[src/logic/pak_pkg.sv]
package pak_pkg;

	// Packet field widths
	parameter int ADDR_W = 6;
	parameter int DATA_W = 4;
	parameter int RED_W = 4;

	// Serial link width and packet length in nibbles
	parameter int NIB_W = 4;
	parameter int PAK_NIBS = (2 * ADDR_W + DATA_W + RED_W) / NIB_W;

	// Packet layout, src in the top bits
	typedef struct packed {
		logic [ADDR_W-1:0] src;
		logic [ADDR_W-1:0] dst;
		logic [DATA_W-1:0] dat;
		logic [RED_W-1:0] red;
	} pak_t;

	// Debug cases selectable on the LEDs
	typedef enum logic [3:0] {
		DBG_PAK_CNT = 4'd0,
		DBG_ERR_CNT = 4'd1,
		DBG_LAST_DST = 4'd2,
		DBG_LAST_DAT = 4'd3
	} dbg_case_e;

	// XOR of the four nibbles covering src, dst and dat
	function automatic logic [RED_W-1:0] pak_red(
		input logic [ADDR_W-1:0] src,
		input logic [ADDR_W-1:0] dst,
		input logic [DATA_W-1:0] dat
	);
		logic [2*ADDR_W+DATA_W-1:0] word;
		word = {src, dst, dat};
		return word[15:12] ^ word[11:8] ^ word[7:4] ^ word[3:0];
	endfunction

endpackage

[src/logic/pak_link_if.sv]
`timescale 1ns/1ps

// Parallel packet link between blocks
// Fields are only meaningful while valid is high, no back-pressure
interface pak_link_if;

	// One-cycle packet strobe
	logic valid;

	// Packet fields
	pak_pkg::pak_t pak;

	// Producer side
	modport src (
		output valid,
		output pak
	);

	// Consumer side
	modport dst (
		input valid,
		input pak
	);

endinterface

[src/logic/pak_source.sv]
`timescale 1ns/1ps

module pak_source #(
	parameter int SRC_ADDR = 23,
	parameter int MIN_ADDR = 1,
	parameter int MAX_ADDR = 14,
	parameter int PERIOD = 8
) (
	input logic i_clk,
	input logic i_arst_n,
	input logic i_enable,
	pak_link_if.src o_link
);

	localparam int AW = pak_pkg::ADDR_W;
	localparam int DW = pak_pkg::DATA_W;
	localparam int TICK_W = $clog2(PERIOD + 1);

	logic [TICK_W-1:0] tick;
	logic fire;
	logic [AW-1:0] dst;
	logic [DW-1:0] dat;
	pak_pkg::pak_t pak_next;

	// Strobe on the last tick of each period
	assign fire = i_enable && (tick == TICK_W'(PERIOD - 1));

	// Tick counter, held at zero while disabled
	always_ff @(posedge i_clk or negedge i_arst_n) begin
		if (!i_arst_n) begin
			tick <= '0;
		end else if (!i_enable || fire) begin
			tick <= '0;
		end else begin
			tick <= tick + 1'b1;
		end
	end

	// Walking destination and counting data
	always_ff @(posedge i_clk or negedge i_arst_n) begin
		if (!i_arst_n) begin
			dst <= AW'(MIN_ADDR);
			dat <= '0;
		end else if (fire) begin
			if (dst == AW'(MAX_ADDR)) begin
				dst <= AW'(MIN_ADDR);
			end else begin
				dst <= dst + 1'b1;
			end
			// Wraps naturally at 16
			dat <= dat + 1'b1;
		end
	end

	always_comb begin
		pak_next.src = AW'(SRC_ADDR);
		pak_next.dst = dst;
		pak_next.dat = dat;
		pak_next.red = pak_pkg::pak_red(AW'(SRC_ADDR), dst, dat);
	end

	always_ff @(posedge i_clk or negedge i_arst_n) begin
		if (!i_arst_n) begin
			o_link.valid <= 1'b0;
		end else begin
			o_link.valid <= fire;
		end
	end

	// Packet payload
	always_ff @(posedge i_clk) begin
		if (fire) begin
			o_link.pak <= pak_next;
		end
	end

endmodule

[src/logic/pak_serial_tx.sv]
`timescale 1ns/1ps

module pak_serial_tx (
	input logic i_clk,
	input logic i_arst_n,
	pak_link_if.dst i_link,
	input logic i_corrupt,
	output logic o_ser_valid,
	output logic [pak_pkg::NIB_W-1:0] o_ser_nib
);

	localparam int NW = pak_pkg::NIB_W;
	localparam int PAK_W = $bits(pak_pkg::pak_t);
	localparam int CNT_W = $clog2(pak_pkg::PAK_NIBS);

	logic [PAK_W-1:0] shreg;
	logic [CNT_W-1:0] left;
	logic busy;
	logic corrupt_pend;
	logic flip;
	pak_pkg::pak_t pak_load;

	// A strobe in the same cycle as a packet still counts
	assign flip = corrupt_pend | i_corrupt;

	// Flip data bit 0, red stays as the source built it
	always_comb begin
		pak_load = i_link.pak;
		pak_load.dat[0] = i_link.pak.dat[0] ^ flip;
	end

	// Sticky corrupt request, consumed by the next packet
	always_ff @(posedge i_clk or negedge i_arst_n) begin
		if (!i_arst_n) begin
			corrupt_pend <= 1'b0;
		end else if (i_link.valid) begin
			corrupt_pend <= 1'b0;
		end else if (i_corrupt) begin
			corrupt_pend <= 1'b1;
		end
	end

	// Nibble sequencing control
	always_ff @(posedge i_clk or negedge i_arst_n) begin
		if (!i_arst_n) begin
			busy <= 1'b0;
			left <= '0;
		end else if (i_link.valid) begin
			busy <= 1'b1;
			left <= CNT_W'(pak_pkg::PAK_NIBS - 1);
		end else if (busy) begin
			if (left == '0) begin
				busy <= 1'b0;
			end else begin
				left <= left - 1'b1;
			end
		end
	end

	// Shift out MSB nibble first
	always_ff @(posedge i_clk) begin
		if (i_link.valid) begin
			shreg <= pak_load;
		end else if (busy) begin
			shreg <= {shreg[PAK_W-NW-1:0], {NW{1'b0}}};
		end
	end

	assign o_ser_valid = busy;
	assign o_ser_nib = shreg[PAK_W-1 -: NW];

endmodule

[src/logic/pak_serial_rx.sv]
`timescale 1ns/1ps

module pak_serial_rx (
	input logic i_clk,
	input logic i_arst_n,
	input logic i_ser_valid,
	input logic [pak_pkg::NIB_W-1:0] i_ser_nib,
	pak_link_if.src o_link,
	output logic o_red_err
);

	localparam int NW = pak_pkg::NIB_W;
	localparam int HOLD_W = (pak_pkg::PAK_NIBS - 1) * NW;
	localparam int CNT_W = $clog2(pak_pkg::PAK_NIBS);

	// First four nibbles of the packet in flight
	logic [HOLD_W-1:0] shreg;
	logic [CNT_W-1:0] cnt;
	logic last_nib;
	pak_pkg::pak_t pak_asm;
	logic red_bad;

	assign last_nib = i_ser_valid && (cnt == CNT_W'(pak_pkg::PAK_NIBS - 1));

	// Complete packet once the fifth nibble is on the link
	assign pak_asm = {shreg, i_ser_nib};

	assign red_bad = pak_asm.red !=
		pak_pkg::pak_red(pak_asm.src, pak_asm.dst, pak_asm.dat);

	// Nibble counter
	always_ff @(posedge i_clk or negedge i_arst_n) begin
		if (!i_arst_n) begin
			cnt <= '0;
		end else if (last_nib) begin
			cnt <= '0;
		end else if (i_ser_valid) begin
			cnt <= cnt + 1'b1;
		end
	end

	always_ff @(posedge i_clk) begin
		if (i_ser_valid) begin
			shreg <= {shreg[HOLD_W-NW-1:0], i_ser_nib};
		end
	end

	// Receive strobe and check result
	always_ff @(posedge i_clk or negedge i_arst_n) begin
		if (!i_arst_n) begin
			o_link.valid <= 1'b0;
			o_red_err <= 1'b0;
		end else begin
			o_link.valid <= last_nib;
			o_red_err <= last_nib && red_bad;
		end
	end

	// Rebuilt packet payload
	always_ff @(posedge i_clk) begin
		if (last_nib) begin
			o_link.pak <= pak_asm;
		end
	end

endmodule

[src/logic/pak_dbg_regs.sv]
`timescale 1ns/1ps

module pak_dbg_regs (
	input logic i_clk,
	input logic i_arst_n,
	pak_link_if.dst i_link,
	input logic i_red_err,
	input logic [3:0] i_dbg_case,
	input logic i_dbg_load,
	output logic [3:0] o_leds
);

	logic [3:0] pak_cnt;
	logic [3:0] err_cnt;
	logic [3:0] last_dst;
	logic [pak_pkg::DATA_W-1:0] last_dat;
	pak_pkg::dbg_case_e case_sel;
	logic [3:0] led_next;

	// Packet and error counters, wrap at 16
	always_ff @(posedge i_clk or negedge i_arst_n) begin
		if (!i_arst_n) begin
			pak_cnt <= '0;
			err_cnt <= '0;
		end else if (i_link.valid) begin
			pak_cnt <= pak_cnt + 1'b1;
			if (i_red_err) begin
				err_cnt <= err_cnt + 1'b1;
			end
		end
	end

	// Last packet seen
	always_ff @(posedge i_clk or negedge i_arst_n) begin
		if (!i_arst_n) begin
			last_dst <= '0;
			last_dat <= '0;
		end else if (i_link.valid) begin
			last_dst <= i_link.pak.dst[3:0];
			last_dat <= i_link.pak.dat;
		end
	end

	// Selected debug case
	always_ff @(posedge i_clk or negedge i_arst_n) begin
		if (!i_arst_n) begin
			case_sel <= pak_pkg::DBG_PAK_CNT;
		end else if (i_dbg_load) begin
			case_sel <= pak_pkg::dbg_case_e'(i_dbg_case);
		end
	end

	// LED select, unknown cases show zero
	always_comb begin
		case (case_sel)
			pak_pkg::DBG_PAK_CNT: begin
				led_next = pak_cnt;
			end
			pak_pkg::DBG_ERR_CNT: begin
				led_next = err_cnt;
			end
			pak_pkg::DBG_LAST_DST: begin
				led_next = last_dst;
			end
			pak_pkg::DBG_LAST_DAT: begin
				led_next = last_dat;
			end
			default: begin
				led_next = 4'd0;
			end
		endcase
	end

	always_ff @(posedge i_clk or negedge i_arst_n) begin
		if (!i_arst_n) begin
			o_leds <= '0;
		end else begin
			o_leds <= led_next;
		end
	end

endmodule

[src/logic/pak_test_top.sv]
`timescale 1ns/1ps

module pak_test_top #(
	parameter int SRC_ADDR = 23,
	parameter int MIN_ADDR = 1,
	parameter int MAX_ADDR = 14,
	parameter int PERIOD = 8
) (
	input logic i_clk,
	input logic i_arst_n,
	input logic i_enable,
	input logic i_corrupt,
	input logic [3:0] i_dbg_case,
	input logic i_dbg_load,
	output logic [3:0] o_leds,
	output logic o_pak_valid,
	output logic [pak_pkg::ADDR_W-1:0] o_pak_src,
	output logic [pak_pkg::ADDR_W-1:0] o_pak_dst,
	output logic [pak_pkg::DATA_W-1:0] o_pak_dat,
	output logic o_pak_err
);

	// Generated and received packet links
	pak_link_if link_gen ();
	pak_link_if link_rcv ();

	// Nibble link between transmitter and receiver
	logic ser_valid;
	logic [pak_pkg::NIB_W-1:0] ser_nib;
	logic red_err;

	pak_source #(
		.SRC_ADDR (SRC_ADDR),
		.MIN_ADDR (MIN_ADDR),
		.MAX_ADDR (MAX_ADDR),
		.PERIOD (PERIOD)
	) pak_source_inst (
		.i_clk (i_clk),
		.i_arst_n (i_arst_n),
		.i_enable (i_enable),
		.o_link (link_gen.src)
	);

	pak_serial_tx pak_serial_tx_inst (
		.i_clk (i_clk),
		.i_arst_n (i_arst_n),
		.i_link (link_gen.dst),
		.i_corrupt (i_corrupt),
		.o_ser_valid (ser_valid),
		.o_ser_nib (ser_nib)
	);

	pak_serial_rx pak_serial_rx_inst (
		.i_clk (i_clk),
		.i_arst_n (i_arst_n),
		.i_ser_valid (ser_valid),
		.i_ser_nib (ser_nib),
		.o_link (link_rcv.src),
		.o_red_err (red_err)
	);

	pak_dbg_regs pak_dbg_regs_inst (
		.i_clk (i_clk),
		.i_arst_n (i_arst_n),
		.i_link (link_rcv.dst),
		.i_red_err (red_err),
		.i_dbg_case (i_dbg_case),
		.i_dbg_load (i_dbg_load),
		.o_leds (o_leds)
	);

	// Received packet straight out
	assign o_pak_valid = link_rcv.valid;
	assign o_pak_src = link_rcv.pak.src;
	assign o_pak_dst = link_rcv.pak.dst;
	assign o_pak_dat = link_rcv.pak.dat;
	assign o_pak_err = red_err;

endmodule

[config.mk]
export PLATFORM = sky130hd
export DESIGN_NAME = pak_test_top
export DESIGN_NICKNAME = d
export VERILOG_FILES = /design/src/logic/pak_pkg.sv /design/src/logic/pak_link_if.sv /design/src/logic/pak_source.sv /design/src/logic/pak_serial_tx.sv /design/src/logic/pak_serial_rx.sv /design/src/logic/pak_dbg_regs.sv /design/src/logic/pak_test_top.sv
export SDC_FILE = /design/constraint.sdc
export NUM_CORES = 1
export LEC_CHECK = 0
export BUFFER_PORTS_ARGS = -buffer_cell sky130_fd_sc_hd__buf_4
export CORE_UTILIZATION = 45
export CTS_BUF_LIST = sky130_fd_sc_hd__clkbuf_16
export DETAILED_ROUTE_END_ITERATION = 10
export GPL_TIMING_DRIVEN = 0
export SLEW_MARGIN = 10
export SYNTH_ARGS = -nofsm -noshare
export SYNTH_HDL_FRONTEND = slang
export SYNTH_SLANG_ARGS = --single-unit
[constraint.sdc]
create_clock -name i_clk -period 2.5 [get_ports i_clk]
set_input_delay 0.125 -clock i_clk [delete_from_list [all_inputs] [get_ports i_clk]]
set_output_delay 0.125 -clock i_clk [all_outputs]
set_load 0.02 [all_outputs]
; Word level (Yosys, flattened, before mapping)
; Index checks and enable logic that the tools add are counted.
[op_classes]
addsub = 7
n_eq_ne = 8
muxes = 15
n_bitwise = 8
n_reduce_logical = 12
[op_table]
columns = op, n
row1 = $mux 20, 1
row2 = $xor 4x4->4, 5
row3 = $add 4x1->4 const B, 4
row4 = $pmux 4 s4, 1
row5 = $mux 3, 5
row6 = $mux 14, 1
row7 = $eq 4x2->1 const B, 2
row8 = $add 6x1->6 const B, 1
row9 = $eq 6x4->1 const B, 1
row10 = $mux 6, 1
row11 = $reduce_bool 2->1, 3
row12 = $mux 1, 5
row13 = $eq 4x1->1 const B, 1
row14 = $eq 4x3->1 const B, 1
row15 = $logic_not 4->1, 1
row16 = $mux 4, 1
row17 = $ne 4x4->1, 1
row18 = $reduce_and 2->1, 2
row19 = $add 3x1->3 const B, 1
row20 = $eq 3x3->1 const B, 1
row21 = $logic_and 1x1->1, 3
row22 = $logic_not 3->1, 1
row23 = $sub 3x1->3 const B, 1
row24 = $ne 2x2->1 const B, 1
row25 = other kinds (5), 5
[totals]
register_bits = 115
input_bits = 9
output_inout_bits = 22
wordCells = 75

; Logic depth before layout (Yosys ltp)
[depth]
depth_word = 5
ltp_mapped = 7

; By module
; A second synthesis with hierarchy kept.
[unflattened]
hier_cells = 293
hier_area_um2 = 4901.0
[modules_own_cells]
columns = mod, n_inst, cells_per_inst, area_per_inst_um2
row1 = pak_serial_rx, 1, 67, 1463.9
row2 = pak_source, 1, 93, 1253.7
row3 = pak_serial_tx, 1, 72, 1179.9
row4 = pak_dbg_regs, 1, 61, 1003.5

; Least setup slack after synthesis
; OpenSTA, ideal clock, no wires.
[synth_path]
kind = register -> register
startpoint = register pak_serial_tx_inst.busy, in the netlist pak_serial_tx_inst.o_ser_valid
endpoint = register pak_serial_rx_inst.o_link.pak[10] (netlist name)
arrival_ns = 1.473
required_time_ns = 2.124
setup_slack_ns = 0.651
path_stages_with_launch = 3
period_less_slack_ns = 1.849
cell_sequence = dfrtp_1 clkbuf_1 and3_1
[synth_between]
elab_chain_len = 1
[synth_lines]
columns = element, line_no
row1 = start: declaration, pak_serial_tx.sv:18  ; logic busy;
row2 = start signal: assignment, pak_serial_tx.sv:46  ; busy <= 1'b0;
row3 = start signal: assignment, pak_serial_tx.sv:49  ; busy <= 1'b1;
row4 = start signal: assignment, pak_serial_tx.sv:53  ; busy <= 1'b0;
row5 = $logic_and 1x1->1, pak_serial_rx.sv:23  ; assign last_nib = i_ser_valid && (cnt == CNT_W'(pak_pkg::PAK_NIBS - 1));
row6 = via pak_serial_rx_inst.last_nib, pak_serial_rx.sv:19  ; logic last_nib;
; The timed path passes the listed nets, and every way through them passes these cells.
; A chain may end at the register's enable or synchronous reset.

; Worst setup path in the final report
[layout_path]
startpoint = register pak_serial_tx_inst.busy, in the netlist pak_serial_tx_inst.o_ser_valid
endpoint = register pak_serial_rx_inst.o_link.pak[11] (netlist name)
[layout_between]
elab_chain_len = 1
[layout_lines]
columns = element, line_no
row1 = $logic_and 1x1->1, pak_serial_rx.sv:23
row2 = via pak_serial_rx_inst.last_nib, pak_serial_rx.sv:19
; The timed path passes the listed nets, and every way through them passes these cells.

==> qor.txt <==
status = finished, final reports clean
first-pass GRT wire length = 11600 um
detailed-route DRC error count = 0
max-cap viol count = 0
most common cell after layout, fill and taps aside = edfxtp_1
Via Count = 2336
Unique masters post-synth = 37
DIE WIDTH = 102 um
Total GRT Usage = 15.5%
Slew Viols, Final = 0
WL final = 6900 um
layout cells sized above 1 = 27.4%
CTS Buffer Depth = 2
drt wl/cell = 14.2 um
reg2reg end = pak_serial_rx_inst.o_link.pak[11]$_DFFE_PP_
grt ovf = 0
Slew Limit Headroom = 42.9%
worst stage delay on the critical path = 790 ps
drt initial violations = 73
PwrDens = 870 nW/um2
initial cell density of the core = 46.4%
Worst Path Arrival = 2310 ps
CTS tree = built
Die ar. = 10400 um2
minimum clock period = 2290 ps
vias in the first global route = 2372
fmax = 0.437 GHz
Final Skew = 6.15 ps
worst-skew pair later-pin latency = 400 ps
Syn Nets = 300
switching share of power = 21.2%
Critical Path RT = 2520 ps
IR drop worst, VDD = 453 uV
quantity of I/O buffers inserted on ports = 30
met3 usage = 5.20%
worst min path class = in -> async
Internal = 0.00384 W
number of flops mapped to enable cells by yosys = 66
post-route ant nets = 0
number of diodes = 0
Crit Path Max Fanout = 19
Cell Area, Placed = 4910 um2
register area share after synthesis = 71.1%
Comb pwr share = 6.7%
crit path to = pak_serial_rx_inst.o_link.pak[11]$_DFFE_PP_
final setup vio count = 0
RD Place Congestion = 0.783
CP max-delay cell = and3_1
Final #Nets = 360
Fillers = 785
Yosys top cell by area = edfxtp_1
flop-to-flop setup slack = 210 ps
Setup TNS = 0 ps
Synth top area share = 43.9%
top post-synthesis cells by area = edfxtp_1 44%, dfrtp_1 27%, mux2_2 6.0%, xnor2_1 5.8%, ha_1 2.8%
met1 global-route usage = 18.9%
core area = 9730 um2
M2 GR Usage = 24.4%
clock-pin slew on the worst setup and hold paths = 50 ps
pin count of the biggest net entering global routing = 50
reg2reg start = pak_serial_tx_inst.o_ser_valid$_DFF_PN0_
Syn Inst Count = 281
Avg Cell Area, Syn = 16.1 um2
CP startpoint = pak_serial_tx_inst.o_ser_valid$_DFF_PN0_
CP Class = reg -> reg
startpoint types = flip-flop
CTS H-tree depth = 4
die height = 102 um
Clock Root Buffer = clkbuf_16
Num CTS Buffers = 17
Final Hold Vio Count = 0
synthesized area = 4510 um2
Top FF cell, synth = edfxtp_1
part of the power in registers = 46.1%
Yosys reg bits = 115
Least-Margin Pin Slew = 857 ps
Switching Power = 0.00103 W
drt pass-1 iters = 5
period utilization = 91.6%
Area Growth Syn to Fin = 24.1%
Clk pwr share = 47.3%
leakage = 2.26 nW
most frequent cells in the layout = 66 x edfxtp_1, 48 x dfrtp_1, 30 x xnor2_1, 30 x buf_4, 24 x mux2_2
Yosys warning count = 0
Clock Sinks = 115
vias per cell = 4.80
HPWL Detailed = 4380 um
number of cell rows = 36
GR peak layer = met2
asr flop ratio synth = 42.6%
initial antenna violation count = 0
Ports = 31
CP cell instances = clkbuf_1 -> and3_1
RSZ-0062 raised after global routing = false
R2R depth = 2
design area = 5600 um2
Worst setup EP type = flip-flop
worst max-delay path, delay by kind of cell, from the launching register on:
| family | cells | cell delay [ps] |
|---|---|---|
| buf+inv | 1 | 350 |
| flops | 1 | 770 |
| simple gates | 1 | 790 |
final cells by class:
type	instances	area, um2	share of cell area [%]
sequential	115	3210	57.3
tap	133	166	2.97
buffer	7	33.8	0.603
clock inverter	12	83.8	1.50
multi-input combinational	149	1230	21.9
timing repair buffer	41	335	5.99
clock buffer	20	500	8.94
inverter	10	42.5	0.760
per-layer routing:
metal / up-vias / routed length, um
met2: 43 / 3420
met5: - / 0
met4: 0 / 74
met1: 1160 / 3150
li1: 1125 / -
met3: 8 / 249
power by group through the flow:
| stage | clock network [W] | registers, W | logic [W] |
|---|---|---|---|
| 6_report | 0.00230 | 0.00225 | 0.000324 |
| 4_1_cts | 0.00236 | 0.00225 | 0.000330 |
| 2_1_floorplan | 0 | 0.00225 | 0.000235 |
| 3_5_place_dp | 0 | 0.00228 | 0.000311 |
| 3_3_place_gp | 0 | 0.00228 | 0.000294 |
| 5_1_grt | 0.00246 | 0.00227 | 0.000370 |
cell families after synthesis:
| family | after synthesis | synth area share, % |
|---|---|---|
| buffers and inverters | 17 | 1.69 |
| AO/OA/AOI/OAI | 16 | 2.11 |
| multiplexers | 29 | 8.31 |
| flip-flops | 115 | 71.1 |
| AND/OR/NAND/NOR | 59 | 7.23 |
| XOR/XNOR | 35 | 6.79 |
| adder cells (fa/ha/maj) | 10 | 2.77 |
worst min path at each step:
stage / to / slack, ps / depth (start not counted)
after floorplan: pak_dbg_regs_inst.case_sel[0]$_DFFE_PN0P_ / -170 / 0
after global placement: pak_serial_rx_inst.cnt[2]$_DFFE_PN0P_ / 210 / 1
after detailed placement: pak_serial_rx_inst.cnt[2]$_DFFE_PN0P_ / 210 / 1
after CTS: pak_serial_rx_inst.cnt[2]$_DFFE_PN0P_ / 320 / 2
after global routing: pak_serial_tx_inst.left[2]$_DFFE_PN0P_ / 370 / 2
final: pak_serial_rx_inst.cnt[2]$_DFFE_PN0P_ / 310 / 2
Yosys cell counts (all sizes together), types with 2 or more instances:
library cell / count
or3: 2
xor2: 5
nand4: 3
dfrtp: 48
edfxtp: 66
inv: 9
clkbuf: 6
nor2b: 2
nor3b: 4
and2: 4
nand3: 4
mux4: 4
xnor2: 30
or2: 6
and3: 2
ha: 10
mux2: 25
o21ai: 6
nor3: 4
a21oi: 6
nand2: 13
nor2: 11
state kept, by name, indices dropped and copies added, names as in the netlist:
name,cells
pak_serial_tx_inst.shreg,20
pak_serial_rx_inst.o_link.pak,16
pak_serial_rx_inst.shreg,16
pak_source_inst.o_link.pak,14
pak_source_inst.dst,6
pak_dbg_regs_inst.case_sel,4
pak_dbg_regs_inst.err_cnt,4
pak_dbg_regs_inst.last_dat,4
pak_dbg_regs_inst.last_dst,4
pak_dbg_regs_inst.o_leds,4
pak_dbg_regs_inst.pak_cnt,4
pak_source_inst.dat,4
pak_source_inst.tick,4
pak_serial_rx_inst.cnt,3
pak_serial_tx_inst.left,3
pak_serial_rx_inst.o_link.valid,1
pak_serial_rx_inst.o_red_err,1
pak_serial_tx_inst.corrupt_pend,1
pak_serial_tx_inst.o_ser_valid,1
pak_source_inst.o_link.valid,1
metrics by stage:
step | hold slack, ps | total power (W) | setup slack (ps) | cells | utilization, %
floorplan | -171 | 0.00249 | 651 | 281 | -
global placement | 205 | 0.00257 | 213 | 444 | 50.4
detailed placement | 205 | 0.00259 | 166 | 444 | 50.4
CTS | 321 | 0.00494 | 158 | 487 | 57.6
global route | 371 | 0.00509 | 90.3 | 487 | 57.6
finish | 307 | 0.00487 | 210 | 487 | 57.6
timing repair:
item                                   in CTS  in global routing
buffers inserted                            0                  0
endpoints found under the hold margin      57                  0
hold buffers                               11                  0
resized for setup                           0                  0
Note: power is estimated with default switching activity, not from simulation.
